[config.mk]
export PLATFORM = sky130hd
export DESIGN_NAME = ac97_ctrl_top
export DESIGN_NICKNAME = d
export VERILOG_FILES = /design/src/source/ac97_audio_pkg.sv /design/src/source/ac97_bus_pkg.sv /design/src/source/ac97_ctrl_top.sv /design/src/source/ac97_bus_regs.sv /design/src/source/ac97_codec_regs.sv /design/src/source/ac97_fifo_monitor.sv /design/src/source/ac97_sample_fifo.sv /design/src/source/ac97_sample_tick.sv
export SDC_FILE = /design/constraint.sdc
export NUM_CORES = 2
export LEC_CHECK = 0
export ABC_CLOCK_PERIOD_IN_PS = 8400
export BUFFER_PORTS_ARGS = -buffer_cell sky130_fd_sc_hd__buf_2
export CAP_MARGIN = 20
export CORE_ASPECT_RATIO = 2
export CORE_MARGIN = 3
export CORE_UTILIZATION = 48
export DETAILED_ROUTE_END_ITERATION = 10
export MAX_ROUTING_LAYER = met4
export PLACE_DENSITY = 0.65
export SETUP_SLACK_MARGIN = 0.4
export SLEW_MARGIN = 20
export SYNTH_ARGS = -nofsm -noshare
export SYNTH_HDL_FRONTEND = slang
export SYNTH_SLANG_ARGS = --single-unit
[constraint.sdc]
create_clock -name clk_adc_125mhz -period 8.4 [get_ports clk_adc_125mhz]
set_input_delay 0 -clock clk_adc_125mhz [delete_from_list [all_inputs] [get_ports clk_adc_125mhz]]
set_output_delay 0 -clock clk_adc_125mhz [all_outputs]
set_load 0.05 [all_outputs]
[src/source/ac97_audio_pkg.sv]
/*
  audio side types of the AC97 controller
  a stereo pair keeps right in the upper half, left in the lower half
*/
`default_nettype none

package ac97_audio_pkg;

  typedef logic signed [15:0] sample_t;

  typedef struct packed {
    sample_t right;
    sample_t left;
  } stereo_t;

  typedef struct packed {
    logic empty;       // count is zero
    logic half_empty;  // below depth/2
    logic half_full;   // depth/2 or more
    logic full;        // depth-1 or more
  } fifo_flags_t;

  typedef struct packed {
    logic [5:0]  addr;    // codec word address
    logic [15:0] wdata;
    logic        store;   // write pulse
    logic        recall;  // read pulse
  } codec_cmd_t;

  typedef enum logic [2:0] {
    irq_none,
    irq_empty,
    irq_half_empty,
    irq_half_full,
    irq_full
  } irq_level_e;

  localparam logic [5:0]  codec_status_word = 6'h13;     // powerdown/status word
  localparam logic [15:0] codec_ready_mask  = 16'h000F;  // sections always ready

endpackage

`default_nettype wire

[src/source/ac97_bus_pkg.sv]
/*
  register bus types for the AC97 controller
  only addr[19:0] is decoded, upper address bits are ignored
  one strobe per cycle, read and write are never asserted together
*/
`default_nettype none

package ac97_bus_pkg;

  typedef struct packed {
    logic [31:0] addr;   // byte address
    logic [31:0] wdata;
    logic        wen;    // single cycle write strobe
    logic        ren;    // single cycle read strobe
  } bus_req_t;

  typedef struct packed {
    logic [31:0] rdata;  // valid together with ack
    logic        ack;
    logic        err;    // never raised
  } bus_rsp_t;

  typedef enum logic [19:0] {
    play_fifo   = 20'h00000,  // wo, left then right
    rec_fifo    = 20'h00004,  // ro, left then right
    status      = 20'h00008,
    fifo_reset  = 20'h0000C,  // bit0 play, bit1 record
    codec_addr  = 20'h00010,  // bits 6:1 word, bit 7 read
    codec_rdata = 20'h00014,
    codec_wdata = 20'h00018
  } reg_addr_e;

  // status word layout
  typedef enum logic [2:0] {
    stat_play_full      = 3'd0,
    stat_play_half_full = 3'd1,
    stat_rec_full       = 3'd2,
    stat_rec_empty      = 3'd3,
    stat_access_done    = 3'd4,
    stat_codec_ready    = 3'd5,
    stat_play_underrun  = 3'd6,
    stat_rec_overrun    = 3'd7
  } status_bit_e;

endpackage

`default_nettype wire
[src/source/ac97_ctrl_top.sv]
/*
  AC97 controller top, everything runs on the 125 MHz ADC clock
  line_out_o is the play FIFO's held output, it changes only on ticks
  the record FIFO shows its head so reads need no extra latency
*/
`timescale 1ns/1ps
`default_nettype none

module ac97_ctrl_top #(
  parameter int                         fifo_depth     = 16,
  parameter int                         tick_div       = 2604,
  parameter int                         tick_frac      = 5,
  parameter ac97_audio_pkg::irq_level_e play_irq_level = ac97_audio_pkg::irq_half_empty,
  parameter ac97_audio_pkg::irq_level_e rec_irq_level  = ac97_audio_pkg::irq_half_full
) (
  input  logic                    clk_adc_125mhz,
  input  logic                    adc_rstn_i,
  input  ac97_bus_pkg::bus_req_t  sys_req_i,
  output ac97_bus_pkg::bus_rsp_t  sys_rsp_o,
  input  ac97_audio_pkg::stereo_t line_in_i,
  output ac97_audio_pkg::stereo_t line_out_o,
  output logic                    irq_play_o,
  output logic                    irq_rec_o
);

  import ac97_audio_pkg::*;

  localparam int cw = $clog2(fifo_depth + 1);

  logic          tick;  // 48 kHz strobe
  logic          play_push;
  logic          play_flush;
  logic          rec_pop;
  logic          rec_flush;
  stereo_t       play_data;
  stereo_t       rec_data;
  logic [cw-1:0] play_count;
  logic [cw-1:0] rec_count;
  fifo_flags_t   play_flags;
  fifo_flags_t   rec_flags;
  logic          play_underrun;
  logic          rec_overrun;
  codec_cmd_t    codec_cmd;
  sample_t       codec_rdata;
  logic          access_done;

  ac97_sample_tick #(.tick_div(tick_div), .tick_frac(tick_frac)) u_sample_tick (
    .clk_adc_125mhz, .adc_rstn_i, .tick_o(tick)
  );

  ac97_sample_fifo #(.fifo_depth(fifo_depth), .hold_output(1'b1)) u_play_fifo (
    .clk_adc_125mhz, .adc_rstn_i, .flush_i(play_flush),
    .push_i(play_push), .data_i(play_data),
    .pop_i(tick), .data_o(line_out_o), .count_o(play_count)  // drained by the tick
  );

  ac97_sample_fifo #(.fifo_depth(fifo_depth), .hold_output(1'b0)) u_rec_fifo (
    .clk_adc_125mhz, .adc_rstn_i, .flush_i(rec_flush),
    .push_i(tick), .data_i(line_in_i),                       // filled by the tick
    .pop_i(rec_pop), .data_o(rec_data), .count_o(rec_count)
  );

  ac97_fifo_monitor #(
    .fifo_depth(fifo_depth), .play_irq_level(play_irq_level), .rec_irq_level(rec_irq_level)
  ) u_fifo_monitor (
    .clk_adc_125mhz, .adc_rstn_i, .tick_i(tick),
    .play_count_i(play_count), .rec_count_i(rec_count),
    .play_flush_i(play_flush), .rec_flush_i(rec_flush),
    .play_flags_o(play_flags), .rec_flags_o(rec_flags),
    .play_underrun_o(play_underrun), .rec_overrun_o(rec_overrun),
    .irq_play_o, .irq_rec_o
  );

  ac97_codec_regs u_codec_regs (
    .clk_adc_125mhz, .adc_rstn_i, .cmd_i(codec_cmd),
    .rdata_o(codec_rdata), .access_done_o(access_done)
  );

  ac97_bus_regs u_bus_regs (
    .clk_adc_125mhz, .adc_rstn_i, .req_i(sys_req_i), .rsp_o(sys_rsp_o),
    .play_push_o(play_push), .play_data_o(play_data),
    .rec_pop_o(rec_pop), .rec_data_i(rec_data),
    .play_flush_o(play_flush), .rec_flush_o(rec_flush),
    .play_flags_i(play_flags), .rec_flags_i(rec_flags),
    .play_underrun_i(play_underrun), .rec_overrun_i(rec_overrun),
    .codec_cmd_o(codec_cmd), .codec_rdata_i(codec_rdata), .access_done_i(access_done)
  );

endmodule

`default_nettype wire

[src/source/ac97_bus_regs.sv]
/*
  register bus decode, play pair assembly and record pair split
  play pushes the cycle after the right half, record pops on the right half
  owns the post reset delay which flushes both FIFOs before codec ready
*/
`timescale 1ns/1ps
`default_nettype none

module ac97_bus_regs (
  input  logic                        clk_adc_125mhz,
  input  logic                        adc_rstn_i,
  input  ac97_bus_pkg::bus_req_t      req_i,
  output ac97_bus_pkg::bus_rsp_t      rsp_o,
  output logic                        play_push_o,
  output ac97_audio_pkg::stereo_t     play_data_o,
  output logic                        rec_pop_o,
  input  ac97_audio_pkg::stereo_t     rec_data_i,
  output logic                        play_flush_o,
  output logic                        rec_flush_o,
  input  ac97_audio_pkg::fifo_flags_t play_flags_i,
  input  ac97_audio_pkg::fifo_flags_t rec_flags_i,
  input  logic                        play_underrun_i,
  input  logic                        rec_overrun_i,
  output ac97_audio_pkg::codec_cmd_t  codec_cmd_o,
  input  ac97_audio_pkg::sample_t     codec_rdata_i,
  input  logic                        access_done_i
);

  import ac97_bus_pkg::*;
  import ac97_audio_pkg::*;

  logic [1:0]  delay_ctr;      // post reset wait
  logic        codec_ready_q;
  sample_t     play_left_q;
  sample_t     play_right_q;
  logic        play_is_right;  // next play write is the right half
  logic        rec_is_right;   // next record read is the right half
  logic [5:0]  cmd_addr_q;
  logic [15:0] cmd_wdata_q;
  logic        cmd_store_q;
  logic        cmd_recall_q;
  logic [31:0] rdata_q;
  logic        ack_q;
  logic [31:0] rd_mux;
  logic [7:0]  status_w;
  logic        play_wr;
  logic        rec_rd;
  logic        flush_wr;
  logic        caddr_wr;
  logic        cwdata_wr;

  assign play_wr   = req_i.wen && (req_i.addr[19:0] == play_fifo);
  assign rec_rd    = req_i.ren && (req_i.addr[19:0] == rec_fifo);
  assign flush_wr  = req_i.wen && (req_i.addr[19:0] == fifo_reset);
  assign caddr_wr  = req_i.wen && (req_i.addr[19:0] == codec_addr);
  assign cwdata_wr = req_i.wen && (req_i.addr[19:0] == codec_wdata);

  // ----------------------------------------
  always_ff @(posedge clk_adc_125mhz) begin
    if (!adc_rstn_i) begin
      delay_ctr     <= 2'd3;  // four cycles
      codec_ready_q <= 1'b0;
    end else if (!codec_ready_q) begin
      if (delay_ctr == '0) codec_ready_q <= 1'b1;
      else delay_ctr <= delay_ctr - 1'b1;
    end
  end

  always_ff @(posedge clk_adc_125mhz) begin
    if (play_wr && !play_is_right) play_left_q <= req_i.wdata[15:0];
    if (play_wr && play_is_right) play_right_q <= req_i.wdata[15:0];
    if (caddr_wr) cmd_addr_q <= req_i.wdata[6:1];
    if (cwdata_wr) cmd_wdata_q <= req_i.wdata[15:0];
  end

  // ----------------------------------------
  always_comb begin
    status_w                      = '0;
    status_w[stat_play_full]      = play_flags_i.full;
    status_w[stat_play_half_full] = play_flags_i.half_full;
    status_w[stat_rec_full]       = rec_flags_i.full;
    status_w[stat_rec_empty]      = rec_flags_i.empty;
    status_w[stat_access_done]    = access_done_i;
    status_w[stat_codec_ready]    = codec_ready_q;
    status_w[stat_play_underrun]  = play_underrun_i;
    status_w[stat_rec_overrun]    = rec_overrun_i;

    case (req_i.addr[19:0])
      rec_fifo:    rd_mux = {16'h0, rec_is_right ? rec_data_i.right : rec_data_i.left};
      status:      rd_mux = {24'h0, status_w};
      codec_rdata: rd_mux = {16'h0, codec_rdata_i};
      default:     rd_mux = '0;  // write only and unmapped
    endcase
  end

  always_ff @(posedge clk_adc_125mhz) begin
    if (!adc_rstn_i) begin
      play_is_right <= 1'b0;
      rec_is_right  <= 1'b0;
      play_push_o   <= 1'b0;
      rec_pop_o     <= 1'b0;
      play_flush_o  <= 1'b0;
      rec_flush_o   <= 1'b0;
      cmd_store_q   <= 1'b0;
      cmd_recall_q  <= 1'b0;
      ack_q         <= 1'b0;
      rdata_q       <= '0;
    end else begin
      ack_q        <= req_i.wen | req_i.ren;
      play_push_o  <= play_wr && play_is_right;  // pair complete
      rec_pop_o    <= rec_rd && rec_is_right;    // pair consumed
      play_flush_o <= !codec_ready_q || (flush_wr && req_i.wdata[0]);
      rec_flush_o  <= !codec_ready_q || (flush_wr && req_i.wdata[1]);
      cmd_store_q  <= caddr_wr && !req_i.wdata[7];
      cmd_recall_q <= caddr_wr && req_i.wdata[7];

      if (play_flush_o) play_is_right <= 1'b0;
      else if (play_wr) play_is_right <= !play_is_right;

      if (rec_flush_o) rec_is_right <= 1'b0;
      else if (rec_rd) rec_is_right <= !rec_is_right;

      if (req_i.ren) rdata_q <= rd_mux;
    end
  end

  assign play_data_o = '{right: play_right_q, left: play_left_q};
  assign codec_cmd_o = '{addr: cmd_addr_q, wdata: cmd_wdata_q,
                         store: cmd_store_q, recall: cmd_recall_q};
  assign rsp_o       = '{rdata: rdata_q, ack: ack_q, err: 1'b0};

endmodule

`default_nettype wire

[src/source/ac97_codec_regs.sv]
/*
  64 word codec register file behind store/recall pulses
  recall data lands in rdata_o two cycles after the recall pulse
  the status word always reads back with the ready bits set
*/
`timescale 1ns/1ps
`default_nettype none

module ac97_codec_regs (
  input  logic                       clk_adc_125mhz,
  input  logic                       adc_rstn_i,
  input  ac97_audio_pkg::codec_cmd_t cmd_i,
  output ac97_audio_pkg::sample_t    rdata_o,
  output logic                       access_done_o
);

  import ac97_audio_pkg::*;

  logic [15:0] mem [64];
  logic [15:0] mem_q;         // first recall stage
  logic        status_hit_q;  // recalled word is the status word
  logic        recall_q;

  // ----------------------------------------
  always_ff @(posedge clk_adc_125mhz) begin
    if (cmd_i.store) mem[cmd_i.addr] <= cmd_i.wdata;
    if (cmd_i.recall) begin
      mem_q        <= mem[cmd_i.addr];
      status_hit_q <= (cmd_i.addr == codec_status_word);
    end
  end

  // ----------------------------------------
  always_ff @(posedge clk_adc_125mhz) begin
    if (!adc_rstn_i) begin
      recall_q      <= 1'b0;
      rdata_o       <= '0;
      access_done_o <= 1'b0;
    end else begin
      recall_q <= cmd_i.recall;
      if (recall_q) rdata_o <= status_hit_q ? (mem_q | codec_ready_mask) : mem_q;

      if (cmd_i.recall) access_done_o <= 1'b0;                     // new read pending
      else if (recall_q || cmd_i.store) access_done_o <= 1'b1;     // write is immediate
    end
  end

endmodule

`default_nettype wire

[src/source/ac97_fifo_monitor.sv]
/*
  level flags, sticky underrun/overrun and interrupt lines
  interrupts follow their selected level one cycle late, they do not latch
*/
`timescale 1ns/1ps
`default_nettype none

module ac97_fifo_monitor #(
  parameter int                         fifo_depth     = 16,
  parameter ac97_audio_pkg::irq_level_e play_irq_level = ac97_audio_pkg::irq_half_empty,
  parameter ac97_audio_pkg::irq_level_e rec_irq_level  = ac97_audio_pkg::irq_half_full
) (
  input  logic                            clk_adc_125mhz,
  input  logic                            adc_rstn_i,
  input  logic                            tick_i,
  input  logic [$clog2(fifo_depth+1)-1:0] play_count_i,
  input  logic [$clog2(fifo_depth+1)-1:0] rec_count_i,
  input  logic                            play_flush_i,
  input  logic                            rec_flush_i,
  output ac97_audio_pkg::fifo_flags_t     play_flags_o,
  output ac97_audio_pkg::fifo_flags_t     rec_flags_o,
  output logic                            play_underrun_o,
  output logic                            rec_overrun_o,
  output logic                            irq_play_o,
  output logic                            irq_rec_o
);

  import ac97_audio_pkg::*;

  localparam int cw = $clog2(fifo_depth + 1);

  function automatic fifo_flags_t level_flags(input logic [cw-1:0] count);
    fifo_flags_t f;
    f.empty      = (count == '0);
    f.half_empty = (count <  cw'(fifo_depth / 2));
    f.half_full  = (count >= cw'(fifo_depth / 2));
    f.full       = (count >= cw'(fifo_depth - 1));  // one slot early, as the codec IP
    return f;
  endfunction

  function automatic logic irq_cond(input irq_level_e lvl, input fifo_flags_t f);
    case (lvl)
      irq_empty:      return f.empty;
      irq_half_empty: return f.half_empty;
      irq_half_full:  return f.half_full;
      irq_full:       return f.full;
      default:        return 1'b0;  // irq_none
    endcase
  endfunction

  assign play_flags_o = level_flags(play_count_i);
  assign rec_flags_o  = level_flags(rec_count_i);

  always_ff @(posedge clk_adc_125mhz) begin
    if (!adc_rstn_i) begin
      irq_play_o      <= 1'b0;
      irq_rec_o       <= 1'b0;
      play_underrun_o <= 1'b0;
      rec_overrun_o   <= 1'b0;
    end else begin
      irq_play_o <= irq_cond(play_irq_level, play_flags_o);
      irq_rec_o  <= irq_cond(rec_irq_level, rec_flags_o);

      if (play_flush_i) play_underrun_o <= 1'b0;
      else if (tick_i && play_flags_o.empty) play_underrun_o <= 1'b1;  // nothing to play

      if (rec_flush_i) rec_overrun_o <= 1'b0;
      else if (tick_i && rec_flags_o.full) rec_overrun_o <= 1'b1;      // no room left
    end
  end

endmodule

`default_nettype wire

[src/source/ac97_sample_fifo.sv]
/*
  synchronous stereo FIFO, fifo_depth must be a power of two
  push when full and pop when empty are dropped
  hold_output=1 gives the last popped pair, 0 shows the head entry
*/
`timescale 1ns/1ps
`default_nettype none

module ac97_sample_fifo #(
  parameter int fifo_depth  = 16,
  parameter bit hold_output = 1'b1
) (
  input  logic                            clk_adc_125mhz,
  input  logic                            adc_rstn_i,
  input  logic                            flush_i,
  input  logic                            push_i,
  input  ac97_audio_pkg::stereo_t         data_i,
  input  logic                            pop_i,
  output ac97_audio_pkg::stereo_t         data_o,
  output logic [$clog2(fifo_depth+1)-1:0] count_o
);

  import ac97_audio_pkg::*;

  localparam int pw = $clog2(fifo_depth);
  localparam int cw = $clog2(fifo_depth + 1);

  stereo_t       mem [fifo_depth];
  stereo_t       head;    // oldest entry
  stereo_t       pop_q;   // last popped pair
  logic [pw-1:0] wr_ptr;
  logic [pw-1:0] rd_ptr;
  logic          push_ok;
  logic          pop_ok;

  assign push_ok = push_i && (count_o < cw'(fifo_depth));
  assign pop_ok  = pop_i && (count_o != '0);
  assign head    = mem[rd_ptr];
  assign data_o  = hold_output ? pop_q : head;

  always_ff @(posedge clk_adc_125mhz) begin
    if (push_ok) mem[wr_ptr] <= data_i;
  end

  always_ff @(posedge clk_adc_125mhz) begin
    if (!adc_rstn_i) begin
      wr_ptr  <= '0;
      rd_ptr  <= '0;
      count_o <= '0;
      pop_q   <= '0;
    end else if (flush_i) begin
      wr_ptr  <= '0;  // drop all entries, output holds
      rd_ptr  <= '0;
      count_o <= '0;
    end else begin
      if (push_ok) wr_ptr <= wr_ptr + 1'b1;
      if (pop_ok) begin
        rd_ptr <= rd_ptr + 1'b1;
        pop_q  <= head;
      end
      count_o <= count_o + cw'(push_ok) - cw'(pop_ok);
    end
  end

endmodule

`default_nettype wire

[src/source/ac97_sample_tick.sv]
/*
  48 kHz sample strobe from the 125 MHz ADC clock
  tick_frac short runs of tick_div cycles, then one run of tick_div+1
  tick_frac must be at least 1
*/
`timescale 1ns/1ps
`default_nettype none

module ac97_sample_tick #(
  parameter int tick_div  = 2604,  // short run length
  parameter int tick_frac = 5      // short runs per long run
) (
  input  logic clk_adc_125mhz,
  input  logic adc_rstn_i,
  output logic tick_o
);

  localparam int cw = $clog2(tick_div + 1);
  localparam int fw = $clog2(tick_frac + 1);

  logic [cw-1:0] period_ctr;  // position in current run
  logic [fw-1:0] run_ctr;     // runs since last long one
  logic [cw-1:0] run_last;    // last count of this run

  assign run_last = (run_ctr == fw'(tick_frac)) ? cw'(tick_div) : cw'(tick_div - 1);

  always_ff @(posedge clk_adc_125mhz) begin
    if (!adc_rstn_i) begin
      period_ctr <= '0;
      run_ctr    <= '0;
      tick_o     <= 1'b0;
    end else if (period_ctr == run_last) begin
      period_ctr <= '0;
      run_ctr    <= (run_ctr == fw'(tick_frac)) ? '0 : run_ctr + 1'b1;
      tick_o     <= 1'b1;  // one cycle strobe
    end else begin
      period_ctr <= period_ctr + 1'b1;
      tick_o     <= 1'b0;
    end
  end

endmodule

`default_nettype wire

==> run summary <==
Post-layout minimum cycle time: 4.28 ns
Worst IR drop on VDD: 0.211 mV
RR Startpoint: u_bus_regs.cmd_addr_q[2]
Post-synthesis adder-cell area fraction: 0.00513
H-tree levels: 4
# setup viols final: 0
Largest family of logic cells by synthesized area: multiplexers
WL final: 225 mm
Leakage: 30.3 nW
Post-synth EDFFs: 2119
RSZ-0062 raised after global routing: no
DRT iter0 DRCs: 4537
First-pass iteration count of the detailed router: 6
#FFs+latches synth: 2247
Antenna violations before repair: 7
Sequential area share after synthesis: 0.771
Post-Synth XOR/XNOR Area: 0.00306
Max-slew headroom: 0.241
Detailed Place HPWL: 133 mm
Die width: 305 um
Synth Area in Simple Gates: 0.0278
Pwr Density: 219 nW/um2
DRC Markers: 0
Worst slew pin tran: 1.14 ns
GRT overflow: 0
Final setup TNS: 0 ns
All-layer global routing usage: 0.251
Average size of a mapped cell: 19.9 um2
Die Area: 184000 um2
Syn. warnings: 0
Routed wl met2: 122 mm
Critical Path AT: 4.84 ns
Placer Congestion: 0.948
Crit path max fanout: 116
Max Cap Viol: 0
Mux contribution to synthesized area: 0.133
Status: finished clean
Hold crit path type: in -> reg
Root buffer cell: clkbuf_16
Worst Skew: 0.0536 ns
CTS resizes: 0
Largest net degree at the start of global routing: 117
Num rows: 218
Routed len/inst: 31.7 um
Max clock buf depth: 4
Initial Utilization: 0.485
Worst-Skew Late Latency: 0.85 ns
Compound-Gate Fraction of Synth Area: 0.0429
I/O Buffers: 122
Post-route ant nets: 0
Critical path endpoint: u_codec_regs.mem_q[12]
Metal3 WL: 12.2 mm
Wl on met1: 75.5 mm
Peak Freq: 233 MHz
Final Max Tran Viols: 0
Unique masters post-synth: 74
Via count: 43500
Post-synth ARST share: 0
Highest metal used: met4
Synthesized area: 85800 um2
Worst Path Required: 8.95 ns
Die height: 604 um
Final worst path period share: 0.510
Reg-to-reg endpoint: u_codec_regs.mem_q[12]
Flop-to-flop setup slack: 4.12 ns
Main flop type after synthesis: edfxtp_1
Crit. Startpoint: u_bus_regs.cmd_addr_q[2]
Io pins: 168
R2R cell count: 9
Worst-path clk slew: 0.07 ns
CTS tree: built
Core area: 177000 um2
Number of global-route vias before repair: 44900
Worst setup SP type: flip-flop
Via density: 6.12
Share of cells above drive strength 1: 0.235
CP Capture Type: flip-flop
Clk sinks: 2247
Cell count after synthesis: 4318
Layout Nets: 4780
Final Hold Fails: 0
Area Overhead vs Synth: 12.8%
Final core utilization: 0.547
Num CTS Buffers: 196
Critical path type: reg -> reg
First-pass GRT wire length: 322 mm
area by class of cell:
cell class	count	area, um2
Fill cell	13500	80200
Sequential cell	2247	66200
Multi-Input combinational cell	1786	18500
Clock buffer	238	5200
Tap cell	2310	2890
Timing Repair Buffer	379	2800
Clock inverter	109	1050
Inverter	36	136
Antenna cell	7	17.5
synth_stat cells (5+ instances only):
master,n,area (um2)
nor2_1,243,912
xnor2_1,14,123
buf_2,82,410
o21ai_0,75,375
nand3_1,20,100
o22ai_1,58,363
a32oi_1,6,52.6
nand2b_1,12,75.1
and3_1,7,43.8
inv_1,35,131
mux4_2,395,8900
nand4_1,12,75.1
a22oi_1,76,571
dfxtp_1,128,2560
nor3_1,20,100
nor2b_1,14,87.6
and2_1,8,50.1
mux2i_1,150,1500
buf_1,27,101
a221oi_1,126,1100
nand2_1,170,638
buf_4,35,263
a31oi_1,16,100
buf_6,5,56.3
a22o_1,14,123
a221o_1,6,60.1
nor4_1,5,31.3
o221ai_1,8,70.1
edfxtp_1,2119,63600
mux2_2,80,901
o2bb2ai_1,9,78.8
clkbuf_1,110,413
a21oi_1,113,566
ha_1,32,400
xor2_1,16,140
nand4b_1,5,43.8
critical path, cell delays in order (launching register included):
cell	delay, ns
edfxtp_1	0.38
buf_12	0.34
buf_12	0.60
nor2_2	0.32
buf_4	0.36
a221oi_1	0.36
nor2_1	0.08
o21ai_0	0.23
o211ai_1	0.44
or4_1	0.70
how the worst min path moves through the flow:
stage                        startpoint                    endpoint  cells past startpoint
final                     sys_req_i[42]       u_bus_regs.rdata_q[0]                      6
after detailed placement   sys_req_i[1]            u_bus_regs.ack_q                      3
after global placement     sys_req_i[1]            u_bus_regs.ack_q                      3
after CTS                 sys_req_i[42]       u_bus_regs.rdata_q[0]                      6
after floorplan            sys_req_i[9]      u_bus_regs.cmd_store_q                      1
after global routing      sys_req_i[17]  u_bus_regs.cmd_wdata_q[15]                      2
flip-flops by register name (all words and copies together) (netlist names), 16 cells and up, named ones only:
signal / cells
u_play_fifo.mem: 512
u_bus_regs.rdata_q: 16
u_rec_fifo.mem: 512
u_codec_regs.mem: 1024
u_bus_regs.play_right_q: 16
u_codec_regs.mem_q: 16
u_bus_regs.cmd_wdata_q: 16
u_codec_regs.rdata_o: 16
u_play_fifo.data_o: 32
u_bus_regs.play_left_q: 16
routing by layer:
layer	up-vias	track usage
met5	-	-
met4	0	0.148
met3	533	0.0298
met2	1782	0.449
met1	22900	0.268
li1	18300	-
through the flow:
step | instance area [um2] | hold slack [ns] | power (mW) | cells | setup WS (ns)
global placement | 89800 | 0.250 | 12.5 | 6679 | 4.34
CTS | 96800 | 0.00654 | 21.4 | 7104 | 4.07
floorplan | 85900 | 0.0724 | 12.4 | 4334 | 4.81
global route | 96800 | 0.0351 | 21.8 | 7109 | 3.92
finish | 96800 | 0.0312 | 21.2 | 7112 | 4.12
detailed placement | 89800 | 0.252 | 12.5 | 6679 | 4.30
what timing repair did:
item / 4_1_cts / 5_1_grt
hold endpoints to repair: 638 / 0
setup buffers: 0 / 0
hold buffers: 78 / 0
power breakdown:
part	total, mW	switching (mW)	internal (mW)	leakage (nW)
logic	0.166	0.117	0.0485	7.19
registers	12.1	0.0110	12.1	20.1
clock network	8.93	3.94	4.99	3.07
cells in the final DEF (no fill, tap or decap), types with 113 or more instances in the layout:
cell / count
edfxtp_1: 2119
mux4_2: 395
a221oi_1: 126
nor2_1: 215
nand2_1: 170
a21oi_1: 113
dfxtp_1: 121
buf_4: 174
clkbuf_16: 199
buf_2: 122
mux2i_1: 150
kinds of logic after synthesis:
group,Yosys count
xor gates and xnor gates,30
buffers and inverters,301
adders and majority gates,34
and+or+nand+nor,543
muxes,629
AOI/OAI and AO/OA,533
other,1
DFF,2247
(Power assumes the default switching activity.)
